===== config.mk =====
export PLATFORM = sky130hd
export DESIGN_NAME = decode_stage
export DESIGN_NICKNAME = d
export VERILOG_FILES = /design/src/rtl/idu_pkg.sv /design/src/rtl/gpr_file.sv /design/src/rtl/inst_decoder.sv /design/src/rtl/operand_bypass.sv /design/src/rtl/branch_unit.sv /design/src/rtl/decode_stage.sv
export VERILOG_INCLUDE_DIRS = /design/src /design/src/rtl
export SDC_FILE = /design/constraint.sdc
export NUM_CORES = 2
export LEC_CHECK = 0
export BUFFER_PORTS_ARGS = -buffer_cell sky130_fd_sc_hd__buf_4
export CAP_MARGIN = 15
export CORE_MARGIN = 2
export CORE_UTILIZATION = 39
export DETAILED_ROUTE_END_ITERATION = 12
export PLACE_DENSITY_LB_ADDON = 0.25
export RECOVER_POWER = 25
export SLEW_MARGIN = 40
export SYNTH_ARGS = -nofsm -noshare
export SYNTH_HDL_FRONTEND = slang
export SYNTH_SLANG_ARGS = --single-unit

===== constraint.sdc =====
create_clock -name clk -period 6.8 [get_ports clk]
set_clock_uncertainty 0.05 [all_clocks]
set_input_delay 0.34 -clock clk [delete_from_list [all_inputs] [get_ports clk]]
set_output_delay 0.34 -clock clk [all_outputs]
set_load 0.02 [all_outputs]

===== src/rtl/idu_config.svh =====
`ifndef IDU_CONFIG_SVH
`define IDU_CONFIG_SVH

`define XLEN        32
`define GPR_ADDR_W  5
`define GPR_NUM     32
`define RA_REG      1     // link register for bl

// one-hot alu op, bit positions
`define ALU_OP_W    12
`define ALU_ADD     0
`define ALU_SUB     1
`define ALU_SLT     2
`define ALU_SLTU    3
`define ALU_AND     4
`define ALU_NOR     5
`define ALU_OR      6
`define ALU_XOR     7
`define ALU_SLL     8
`define ALU_SRL     9
`define ALU_SRA     10
`define ALU_LUI     11

`define BR_KIND_W   4
`define BR_NONE     4'd0
`define BR_EQ       4'd1
`define BR_NE       4'd2
`define BR_LT       4'd3
`define BR_GE       4'd4
`define BR_LTU      4'd5
`define BR_GEU      4'd6
`define BR_ALWAYS   4'd7  // b and bl
`define BR_JIRL     4'd8

`endif


===== src/rtl/idu_pkg.sv =====
`include "idu_config.svh"

package idu_pkg;

  // three-register format
  typedef struct packed {
    logic [16:0]            opcode;
    logic [`GPR_ADDR_W-1:0] rk;
    logic [`GPR_ADDR_W-1:0] rj;
    logic [`GPR_ADDR_W-1:0] rd;
  } r3_fmt_t;

  typedef struct packed {
    logic [9:0]             opcode;
    logic [11:0]            imm;    // si12 or ui12, ui5 for shifts
    logic [`GPR_ADDR_W-1:0] rj;
    logic [`GPR_ADDR_W-1:0] rd;
  } ri12_fmt_t;

  // branches; b and bl use {rj, rd, offs} as a 26-bit offset
  typedef struct packed {
    logic [5:0]             opcode;
    logic [15:0]            offs;
    logic [`GPR_ADDR_W-1:0] rj;
    logic [`GPR_ADDR_W-1:0] rd;
  } ri16_fmt_t;

  typedef struct packed {
    logic [6:0]             opcode;
    logic [19:0]            imm;
    logic [`GPR_ADDR_W-1:0] rd;
  } ri20_fmt_t;

  typedef union packed {
    r3_fmt_t   r3;
    ri12_fmt_t ri12;
    ri16_fmt_t ri16;
    ri20_fmt_t ri20;
  } inst_word_u;

endpackage


===== src/rtl/gpr_file.sv =====
`timescale 1ns/100ps
`include "idu_config.svh"

module gpr_file (
  input  logic                   clk,
  input  logic [`GPR_ADDR_W-1:0] raddr1,
  input  logic [`GPR_ADDR_W-1:0] raddr2,
  input  logic                   we,
  input  logic [`GPR_ADDR_W-1:0] waddr,
  input  logic [`XLEN-1:0]       wdata,
  output logic [`XLEN-1:0]       rdata1,
  output logic [`XLEN-1:0]       rdata2
);

  logic [`XLEN-1:0] regs [`GPR_NUM];

  always_ff @(posedge clk) begin
    if (we && (waddr != '0)) begin   // r0 is hardwired
      regs[waddr] <= wdata;
    end
  end

  // combinational reads, write visible after the edge
  assign rdata1 = (raddr1 == '0) ? '0 : regs[raddr1];
  assign rdata2 = (raddr2 == '0) ? '0 : regs[raddr2];

endmodule


===== src/rtl/inst_decoder.sv =====
`timescale 1ns/100ps
`include "idu_config.svh"

module inst_decoder import idu_pkg::*; (
  input  inst_word_u             inst,
  output logic [`ALU_OP_W-1:0]   alu_op,
  output logic                   src1_is_pc,
  output logic                   src2_is_imm,
  output logic                   use_rj,
  output logic                   use_rkd,
  output logic                   rkd_is_rd,
  output logic                   load,
  output logic                   store,
  output logic                   rf_we,
  output logic [`GPR_ADDR_W-1:0] rf_waddr,
  output logic [`XLEN-1:0]       imm,
  output logic [`BR_KIND_W-1:0]  br_kind
);

  logic is_add, is_sub, is_slt, is_sltu, is_and, is_or, is_nor, is_xor;
  logic is_sll, is_srl, is_sra, is_slli, is_srli, is_srai;
  logic is_addi, is_slti, is_sltui, is_andi, is_ori, is_xori;
  logic is_lu12i, is_pcadd, is_ld, is_st;
  logic is_jirl, is_b, is_bl, is_beq, is_bne, is_blt, is_bge, is_bltu, is_bgeu;
  logic alu_reg;      // register-register alu ops
  logic alu_imm;      // register-immediate alu ops
  logic br_cond;      // conditional branches
  logic need_si12;
  logic need_ui12;

  // opcode match per format view
  assign is_add   = inst.r3.opcode == 17'h00020;
  assign is_sub   = inst.r3.opcode == 17'h00022;
  assign is_slt   = inst.r3.opcode == 17'h00024;
  assign is_sltu  = inst.r3.opcode == 17'h00025;
  assign is_nor   = inst.r3.opcode == 17'h00028;
  assign is_and   = inst.r3.opcode == 17'h00029;
  assign is_or    = inst.r3.opcode == 17'h0002a;
  assign is_xor   = inst.r3.opcode == 17'h0002b;
  assign is_sll   = inst.r3.opcode == 17'h0002e;
  assign is_srl   = inst.r3.opcode == 17'h0002f;
  assign is_sra   = inst.r3.opcode == 17'h00030;
  assign is_slli  = inst.r3.opcode == 17'h00081;  // ui5 sits in rk
  assign is_srli  = inst.r3.opcode == 17'h00089;
  assign is_srai  = inst.r3.opcode == 17'h00091;

  assign is_slti  = inst.ri12.opcode == 10'h008;
  assign is_sltui = inst.ri12.opcode == 10'h009;
  assign is_addi  = inst.ri12.opcode == 10'h00a;
  assign is_andi  = inst.ri12.opcode == 10'h00d;
  assign is_ori   = inst.ri12.opcode == 10'h00e;
  assign is_xori  = inst.ri12.opcode == 10'h00f;
  assign is_ld    = inst.ri12.opcode == 10'h0a2;
  assign is_st    = inst.ri12.opcode == 10'h0a6;

  assign is_lu12i = inst.ri20.opcode == 7'h0a;
  assign is_pcadd = inst.ri20.opcode == 7'h0e;

  assign is_jirl  = inst.ri16.opcode == 6'h13;
  assign is_b     = inst.ri16.opcode == 6'h14;
  assign is_bl    = inst.ri16.opcode == 6'h15;
  assign is_beq   = inst.ri16.opcode == 6'h16;
  assign is_bne   = inst.ri16.opcode == 6'h17;
  assign is_blt   = inst.ri16.opcode == 6'h18;
  assign is_bge   = inst.ri16.opcode == 6'h19;
  assign is_bltu  = inst.ri16.opcode == 6'h1a;
  assign is_bgeu  = inst.ri16.opcode == 6'h1b;

  assign alu_reg = is_add | is_sub | is_slt | is_sltu | is_and | is_or | is_nor | is_xor
                 | is_sll | is_srl | is_sra;
  assign alu_imm = is_slli | is_srli | is_srai | is_addi | is_slti | is_sltui
                 | is_andi | is_ori | is_xori;
  assign br_cond = is_beq | is_bne | is_blt | is_bge | is_bltu | is_bgeu;

  always_comb begin
    alu_op = '0;
    alu_op[`ALU_ADD]  = is_add | is_addi | is_ld | is_st | is_jirl | is_bl | is_pcadd;
    alu_op[`ALU_SUB]  = is_sub;
    alu_op[`ALU_SLT]  = is_slt | is_slti;
    alu_op[`ALU_SLTU] = is_sltu | is_sltui;
    alu_op[`ALU_AND]  = is_and | is_andi;
    alu_op[`ALU_NOR]  = is_nor;
    alu_op[`ALU_OR]   = is_or | is_ori;
    alu_op[`ALU_XOR]  = is_xor | is_xori;
    alu_op[`ALU_SLL]  = is_sll | is_slli;
    alu_op[`ALU_SRL]  = is_srl | is_srli;
    alu_op[`ALU_SRA]  = is_sra | is_srai;
    alu_op[`ALU_LUI]  = is_lu12i;
  end

  assign need_si12 = is_addi | is_slti | is_sltui | is_ld | is_st
                   | is_slli | is_srli | is_srai;
  assign need_ui12 = is_andi | is_ori | is_xori;

  always_comb begin
    if (is_jirl || is_bl) begin
      imm = `XLEN'(4);                                      // link address pc+4
    end else if (is_lu12i || is_pcadd) begin
      imm = {inst.ri20.imm, 12'b0};
    end else if (need_si12) begin
      imm = {{(`XLEN-12){inst.ri12.imm[11]}}, inst.ri12.imm};
    end else if (need_ui12) begin
      imm = {{(`XLEN-12){1'b0}}, inst.ri12.imm};
    end else begin
      imm = '0;
    end
  end

  assign src1_is_pc  = is_jirl | is_bl | is_pcadd;
  assign src2_is_imm = alu_imm | is_ld | is_st | is_lu12i | is_pcadd | is_jirl | is_bl;
  assign use_rj      = alu_reg | alu_imm | is_ld | is_st | is_jirl | br_cond;
  assign use_rkd     = alu_reg | is_st | br_cond;
  assign rkd_is_rd   = is_st | br_cond;  // rd is a source here
  assign load        = is_ld;
  assign store       = is_st;
  assign rf_we       = alu_reg | alu_imm | is_lu12i | is_pcadd | is_ld | is_jirl | is_bl;

  // zero when nothing is written back
  assign rf_waddr = !rf_we ? '0
                  : is_bl  ? `GPR_ADDR_W'(`RA_REG)
                  : inst.r3.rd;

  always_comb begin
    br_kind = `BR_NONE;
    if (is_beq)              br_kind = `BR_EQ;
    else if (is_bne)         br_kind = `BR_NE;
    else if (is_blt)         br_kind = `BR_LT;
    else if (is_bge)         br_kind = `BR_GE;
    else if (is_bltu)        br_kind = `BR_LTU;
    else if (is_bgeu)        br_kind = `BR_GEU;
    else if (is_b || is_bl)  br_kind = `BR_ALWAYS;
    else if (is_jirl)        br_kind = `BR_JIRL;
  end

endmodule


===== src/rtl/operand_bypass.sv =====
`timescale 1ns/100ps
`include "idu_config.svh"

module operand_bypass (
  input  logic [`GPR_ADDR_W-1:0] raddr1,
  input  logic [`GPR_ADDR_W-1:0] raddr2,
  input  logic [`XLEN-1:0]       rdata1,
  input  logic [`XLEN-1:0]       rdata2,
  input  logic                   use_rj,
  input  logic                   use_rkd,
  input  logic                   ex_fwd_we,
  input  logic                   ex_fwd_is_load,
  input  logic [`GPR_ADDR_W-1:0] ex_fwd_waddr,
  input  logic [`XLEN-1:0]       ex_fwd_wdata,
  input  logic                   mem_fwd_we,
  input  logic [`GPR_ADDR_W-1:0] mem_fwd_waddr,
  input  logic [`XLEN-1:0]       mem_fwd_wdata,
  input  logic                   wb_we,
  input  logic [`GPR_ADDR_W-1:0] wb_waddr,
  input  logic [`XLEN-1:0]       wb_wdata,
  output logic [`XLEN-1:0]       rj_value,
  output logic [`XLEN-1:0]       rkd_value,
  output logic                   stall
);

  logic rj_ex, rj_mem, rj_wb;
  logic rkd_ex, rkd_mem, rkd_wb;

  // a source hits when it writes the register being read, never r0
  function automatic logic src_hit(input logic                   we,
                                   input logic [`GPR_ADDR_W-1:0] waddr,
                                   input logic [`GPR_ADDR_W-1:0] raddr);
    return we && (waddr == raddr) && (raddr != '0);
  endfunction

  assign rj_ex   = src_hit(ex_fwd_we, ex_fwd_waddr, raddr1);
  assign rj_mem  = src_hit(mem_fwd_we, mem_fwd_waddr, raddr1);
  assign rj_wb   = src_hit(wb_we, wb_waddr, raddr1);
  assign rkd_ex  = src_hit(ex_fwd_we, ex_fwd_waddr, raddr2);
  assign rkd_mem = src_hit(mem_fwd_we, mem_fwd_waddr, raddr2);
  assign rkd_wb  = src_hit(wb_we, wb_waddr, raddr2);

  // youngest producer wins
  assign rj_value  = rj_ex   ? ex_fwd_wdata
                   : rj_mem  ? mem_fwd_wdata
                   : rj_wb   ? wb_wdata
                   : rdata1;
  assign rkd_value = rkd_ex  ? ex_fwd_wdata
                   : rkd_mem ? mem_fwd_wdata
                   : rkd_wb  ? wb_wdata
                   : rdata2;

  // load data is not ready until MEM, so wait a cycle
  assign stall = ex_fwd_is_load & ((use_rj & rj_ex) | (use_rkd & rkd_ex));

endmodule


===== src/rtl/branch_unit.sv =====
`timescale 1ns/100ps
`include "idu_config.svh"

module branch_unit import idu_pkg::*; (
  input  inst_word_u            inst,
  input  logic [`BR_KIND_W-1:0] br_kind,
  input  logic [`XLEN-1:0]      pc,
  input  logic [`XLEN-1:0]      rj_value,
  input  logic [`XLEN-1:0]      rkd_value,
  input  logic                  fire,
  output logic                  br_taken,
  output logic [`XLEN-1:0]      br_target
);

  logic             eq, lt, ltu;
  logic             cond;
  logic [`XLEN-1:0] offs16;
  logic [`XLEN-1:0] offs26;

  assign eq  = rj_value == rkd_value;
  assign lt  = $signed(rj_value) < $signed(rkd_value);
  assign ltu = rj_value < rkd_value;

  assign offs16 = {{(`XLEN-18){inst.ri16.offs[15]}}, inst.ri16.offs, 2'b00};
  assign offs26 = {{(`XLEN-28){inst.ri16.rj[4]}}, inst.ri16.rj, inst.ri16.rd,
                   inst.ri16.offs, 2'b00};       // b/bl offset spans rj, rd and offs

  always_comb begin
    case (br_kind)
      `BR_EQ:                cond = eq;
      `BR_NE:                cond = !eq;
      `BR_LT:                cond = lt;
      `BR_GE:                cond = !lt;
      `BR_LTU:               cond = ltu;
      `BR_GEU:               cond = !ltu;
      `BR_ALWAYS, `BR_JIRL:  cond = 1'b1;
      default:               cond = 1'b0;
    endcase
  end

  assign br_taken  = cond & fire;   // only once the branch leaves ID
  assign br_target = (br_kind == `BR_ALWAYS) ? pc + offs26
                   : (br_kind == `BR_JIRL)   ? rj_value + offs16
                   : pc + offs16;

endmodule


===== src/rtl/decode_stage.sv =====
`timescale 1ns/100ps
`include "idu_config.svh"

module decode_stage import idu_pkg::*; (
  input  logic                   clk,
  input  logic                   resetn,
  input  logic                   if_valid,
  input  inst_word_u             if_inst,
  input  logic [`XLEN-1:0]       if_pc,
  output logic                   id_allowin,
  input  logic                   ex_allowin,
  output logic                   out_valid,
  input  logic                   ex_fwd_we,
  input  logic                   ex_fwd_is_load,
  input  logic [`GPR_ADDR_W-1:0] ex_fwd_waddr,
  input  logic [`XLEN-1:0]       ex_fwd_wdata,
  input  logic                   mem_fwd_we,
  input  logic [`GPR_ADDR_W-1:0] mem_fwd_waddr,
  input  logic [`XLEN-1:0]       mem_fwd_wdata,
  input  logic                   wb_we,
  input  logic [`GPR_ADDR_W-1:0] wb_waddr,
  input  logic [`XLEN-1:0]       wb_wdata,
  output logic [`ALU_OP_W-1:0]   alu_op,
  output logic [`XLEN-1:0]       alu_src1,
  output logic [`XLEN-1:0]       alu_src2,
  output logic [`XLEN-1:0]       store_data,
  output logic [`XLEN-1:0]       pc_out,
  output logic                   load,
  output logic                   store,
  output logic                   rf_we,
  output logic [`GPR_ADDR_W-1:0] rf_waddr,
  output logic                   br_taken,
  output logic [`XLEN-1:0]       br_target
);

  logic                   id_valid;
  inst_word_u             id_inst;
  logic [`XLEN-1:0]       id_pc;
  logic                   accept;
  logic                   fire;
  logic                   stall;
  logic                   src1_is_pc, src2_is_imm;
  logic                   use_rj, use_rkd, rkd_is_rd;
  logic [`XLEN-1:0]       imm;
  logic [`BR_KIND_W-1:0]  br_kind;
  logic [`GPR_ADDR_W-1:0] rf_raddr2;
  logic [`XLEN-1:0]       rf_rdata1, rf_rdata2;
  logic [`XLEN-1:0]       rj_value, rkd_value;

  assign out_valid  = id_valid & ~stall;
  assign id_allowin = ~id_valid | (~stall & ex_allowin);
  assign fire       = out_valid & ex_allowin;
  assign accept     = if_valid & id_allowin & ~br_taken;  // wrong-path word is dropped

  always_ff @(posedge clk) begin
    if (!resetn) begin
      id_valid <= 1'b0;
    end else if (br_taken) begin
      id_valid <= 1'b0;
    end else if (id_allowin) begin
      id_valid <= if_valid;
    end
  end

  always_ff @(posedge clk) begin
    if (!resetn) begin
      id_inst <= '0;          // zero word decodes as a no-op
    end else if (accept) begin
      id_inst <= if_inst;
    end
  end

  always_ff @(posedge clk) begin
    if (accept) begin
      id_pc <= if_pc;
    end
  end

  inst_decoder u_dec (
    .inst        (id_inst),
    .alu_op      (alu_op),
    .src1_is_pc  (src1_is_pc),
    .src2_is_imm (src2_is_imm),
    .use_rj      (use_rj),
    .use_rkd     (use_rkd),
    .rkd_is_rd   (rkd_is_rd),
    .load        (load),
    .store       (store),
    .rf_we       (rf_we),
    .rf_waddr    (rf_waddr),
    .imm         (imm),
    .br_kind     (br_kind)
  );

  assign rf_raddr2 = rkd_is_rd ? id_inst.r3.rd : id_inst.r3.rk;

  gpr_file u_gpr (
    .clk    (clk),
    .raddr1 (id_inst.r3.rj),
    .raddr2 (rf_raddr2),
    .we     (wb_we),
    .waddr  (wb_waddr),
    .wdata  (wb_wdata),
    .rdata1 (rf_rdata1),
    .rdata2 (rf_rdata2)
  );

  operand_bypass u_byp (
    .raddr1         (id_inst.r3.rj),
    .raddr2         (rf_raddr2),
    .rdata1         (rf_rdata1),
    .rdata2         (rf_rdata2),
    .use_rj         (use_rj),
    .use_rkd        (use_rkd),
    .ex_fwd_we      (ex_fwd_we),
    .ex_fwd_is_load (ex_fwd_is_load),
    .ex_fwd_waddr   (ex_fwd_waddr),
    .ex_fwd_wdata   (ex_fwd_wdata),
    .mem_fwd_we     (mem_fwd_we),
    .mem_fwd_waddr  (mem_fwd_waddr),
    .mem_fwd_wdata  (mem_fwd_wdata),
    .wb_we          (wb_we),
    .wb_waddr       (wb_waddr),
    .wb_wdata       (wb_wdata),
    .rj_value       (rj_value),
    .rkd_value      (rkd_value),
    .stall          (stall)
  );

  branch_unit u_br (
    .inst      (id_inst),
    .br_kind   (br_kind),
    .pc        (id_pc),
    .rj_value  (rj_value),
    .rkd_value (rkd_value),
    .fire      (fire),
    .br_taken  (br_taken),
    .br_target (br_target)
  );

  assign alu_src1   = src1_is_pc ? id_pc : rj_value;
  assign alu_src2   = src2_is_imm ? imm : rkd_value;
  assign store_data = rkd_value;
  assign pc_out     = id_pc;

endmodule


==> results by stage <==
Run status:
- The flow ran to the end, but the final reports show violations.
- The final reports fail on max-capacitance violations, max-slew violations.

Setup path:
- Traced cell by cell, the critical path runs through buf_12, buf_16, buf_16, mux4_2, mux4_2, mux2_4, a221o_1, o21ai_1, o21ai_1, mux2_2, ha_4, and4_4, and2_4, a31o_4, o21a_1, or4_4, a31o_2, a21oi_2, xnor2_2, nand2_1, o21ai_2, buf_6.
- Counting buffers and inverters, the worst setup path is 22 cells deep.
- The worst-case register-to-register setup slack is 0.75 ns.
- On the critical path the largest part of the delay comes from multiplexers.
- Along the worst path, the maximum fanout reaches 8.
- The number of buffers and inverters on the critical path is 4.
- The worst stage delay on the critical path is 0.53 ns.
- The category of the most critical setup path is reg2out.
- STA classifies the critical path endpoint as a primary output.
- The arrival time of data at the critical path endpoint is 6.29 ns.
- STA classifies the critical path startpoint as a flop.
- For the worst setup path, the data required time is 6.41 ns.
- The largest individual stage delay along the critical path comes from the cell sky130_fd_sc_hd__mux4_2.
- The worst reg2reg path depth is 28.

Detailed routing:
- The remaining design rule violation count is 0.
- The number of design-rule violations left by the first detailed-router iteration is 7690.
- The detailed-route vias per instance is 6.49.
- The vias after detailed routing is 47222.
- The total iterations of the first detailed-routing run is 6.
- The final routed wirelength across all metal layers is 256000 µm.
- The remaining number of nets flagged by the antenna check after routing is 0.
- In the final routed layout, each cell accounts on average for 35.2 µm.

Flow run:
- The count of max-cap constraint violations is 15.

Final layout:
- The area taken by flip-flops and latches is 32500 µm².
- In the final layout, the multi-input gates occupy 26200 µm².
- The fraction of final layout cells with drive strength greater than 1 is 31.9%.
- The filler cells instantiated in the layout total 13115.
- The count of placed standard cells in the final layout, fillers left out is 7275.
- Relative to the synthesized area, the layout overhead comes to 25.1%.
- The final net count is 5420.

STA:
- The max-slew violation count is 490.
- The final clock period utilization by the worst path is 98.2%.
- The maximum clock frequency is 150 MHz.
- The actual slew at the worst max-slew pin is 1.83 ns.
- The count of endpoints failing setup in the final report is 0.
- The count of endpoints failing hold in the final timing report is 0.
- The post-route minimum period is 6.68 ns.
- The tightest hold path in the finished design has a slack of 0.147 ns.
- The max-slew headroom at the worst pin is -22.1%.

Power:
- The worst-case IR drop observed on VDD is 0.232 mV.
- Dividing total power by cell area gives a power density of 250 nW/µm².
- The static leakage power is 25.8 nW.

Clock network:
- No sink is reached through more buffers than the 3 on the longest clock path.
- Clock latency on the worst-skew pair, taken at its later pin, is 0.77 ns.
- The clock root buffer master is sky130_fd_sc_hd__clkbuf_16.
- The clock-pin slew on the worst setup and hold paths is 0.07 ns.
- The TritonCTS clock tree is done.
- In this run, CTS created clock tree buffers numbering 110.
- The clock sink count is 1094.
- The H-tree was split into 3 levels.

Floorplan:
- The floorplan row count is 143.
- For this configuration, the core starts out at a cell density of 39.2%.
- The area inside the core boundary is 151000 µm².
- The die is 394 µm tall.
- The die area is 155000 µm².
- For this design the top-level I/O count stands at 366.
- The die is 394 µm wide.

Synth:
- Ranked by total cell area, the synthesized netlist is headed by sky130_fd_sc_hd__edfxtp_1 (54%), sky130_fd_sc_hd__mux4_2 (14%), sky130_fd_sc_hd__nand2_1 (3.6%).
- Yosys mapped the design onto 94 distinct sky130hd cell types.
- The most common cell in the synthesized netlist is sky130_fd_sc_hd__edfxtp_1.
- In the synthesized netlist the dominant register cell turns out to be sky130_fd_sc_hd__edfxtp_1.
- Synthesis handed over a netlist of 4430 instances.
- Ranked by instance count, the synthesized netlist is headed by sky130_fd_sc_hd__edfxtp_1 (1056), sky130_fd_sc_hd__nand2_1 (565), sky130_fd_sc_hd__mux4_2 (370), sky130_fd_sc_hd__clkbuf_1 (193), sky130_fd_sc_hd__o21ai_0 (171).
- The mean post-synth cell area is 13.4 µm².
- The netlist area before placement is 59300 µm².
- Yosys mapped a number of flops with a built-in enable equal to 1056.
- Of the post-synthesis cell area, the dominant cell type holds 53.5%.
- The share of the Yosys chip area taken by registers is 54.8%.
- After synthesis, the share of flip-flops with an asynchronous set or reset is 0%.
- Yosys printed 0 warnings.
- Synthesis inferred 1094 register bits.
- The cell type contributing the most total cell area after synthesis is sky130_fd_sc_hd__edfxtp_1.

Global routing:
- The met3 global-route usage is 7.33%.
- The first global-routing pass estimated 348000 µm of wire.
- The global routing stage identified its most utilized layer as met2.
- The maximum number of pins on one net before global-route repair is 87.
- The global routing usage on met2 is 49.8%.
- Global routing used 31.6% of the available tracks.
- The overall overflow remaining after global route is 0.
- The via count of the first global-routing pass is 45150.
- The initial antenna violation count is 19.
- For met1 alone, demand over resource in global routing was 39.0%.

Placement:
- At the end of routability-driven placement, the weighted congestion stood at 1.06.
- The count of input and output buffers is 365.
- The number of placed instances, taps included, is 6821.
- The detailed-placement wirelength estimate is 163000 µm.

Min path:
- Counting instances, the worst hold path has a depth of 2.
- The worst hold path belongs to the class in2reg.
[what timing repair did]
item,in CTS,in global routing
hold endpoints to repair,1076,0
gates resized for setup,136,111
endpoints found under the setup margin,84,11
gates cloned,14,12
pin swaps,25,68
hold buffers,98,0
setup buffers,34,86
[kinds of logic (layout without fill, tap and decap cells)]
group | after synthesis | after routing | share of synthesized area, %
AO/OA/AOI/OAI | 929 | 929 | 11.2
adder cells (fa/ha/maj) | 92 | 92 | 1.97
XOR/XNOR | 74 | 74 | 1.09
flip-flops | 1094 | 1094 | 54.8
multiplexers | 599 | 599 | 18.1
AND/OR/NAND/NOR | 1209 | 1211 | 9.54
other | 1 | 42 | 0.00633
buffers and inverters | 432 | 1204 | 3.24
[where the power goes]
group	total, W	switching [W]	internal (W)
clock	0.00649	0.00278	0.00371
combinational	0.00443	0.00260	0.00183
sequential	0.00763	0.000115	0.00751
total	0.0186	0.00549	0.0131
[worst paths after layout]
| path | endpoint | from |
|---|---|---|
| setup / recovery | br_target[19] | flop |
| setup reg to reg | pc_out[3] | id_inst[28] |
| hold reg to reg | id_inst[29] | id_inst[29] |
| hold / removal | u_gpr.regs[9][20] | wb_waddr[2] |
[state kept, by name (all words and copies together) (netlist names), named ones only]
signal / flops
pc_out: 32
id_valid: 1
u_gpr.regs: 1024
id_inst: 32
[cell usage in the layout, fill, tap and decap left out, drive strengths merged, types with 39 or more instances in the layout]
cell / instances
o22ai: 42
nor2: 161
o21ai: 188
nand2: 569
mux2: 98
and3: 137
inv: 80
buf: 762
mux2i: 131
nand4: 39
nand3: 142
clkinv: 44
clkbuf: 190
edfxtp: 1056
a21oi: 98
dlygate4sd3: 98
a211oi: 142
mux4: 370
a31oi: 98
ha: 90
nor3: 39
xnor2: 47
[worst register-to-register path: cells and delay by family (launching register included)]
kind                     cells  cell delay (ns)
AND/OR/NAND/NOR             11             1.88
AO/OA/AOI/OAI                7             1.53
adder cells (fa/ha/maj)      1             0.30
buffers and inverters        9             1.67
flip-flops                   1             0.32
[cell type report]
type	instances	area share [%]
multi-input combinational	2937	35.4
tap	2030	3.43
clock buffer	129	3.87
timing repair buffer	925	11.8
clock inverter	73	1.26
antenna	10	0.0338
sequential	1094	43.8
inverter	77	0.407
[layer usage]
layer | vias to the layer above | share of wire (%)
met1 | 23681 | 35
met2 | 3561 | 45
met3 | 781 | 12
li1 | 19185 | -
met5 | - | 0.030
met4 | 14 | 7.9
[metrics by stage]
step / util [%] / worst slack [ns] / setup TNS, ns / instance area [µm²] / total power, W
2_1_floorplan: - / 0.861 / 0 / 59400 / 0.00981
3_3_place_gp: 43.9 / -0.119 / -4.86 / 66500 / 0.0117
3_5_place_dp: 44.0 / -0.0876 / -2.62 / 66600 / 0.0117
4_1_cts: 48.0 / -0.0183 / -0.0285 / 72700 / 0.0183
5_1_grt: 49.0 / -0.0884 / -0.117 / 74100 / 0.0190
6_report: 49.0 / 0.124 / 0 / 74100 / 0.0186
Note: power is estimated with default switching activity, not from simulation.
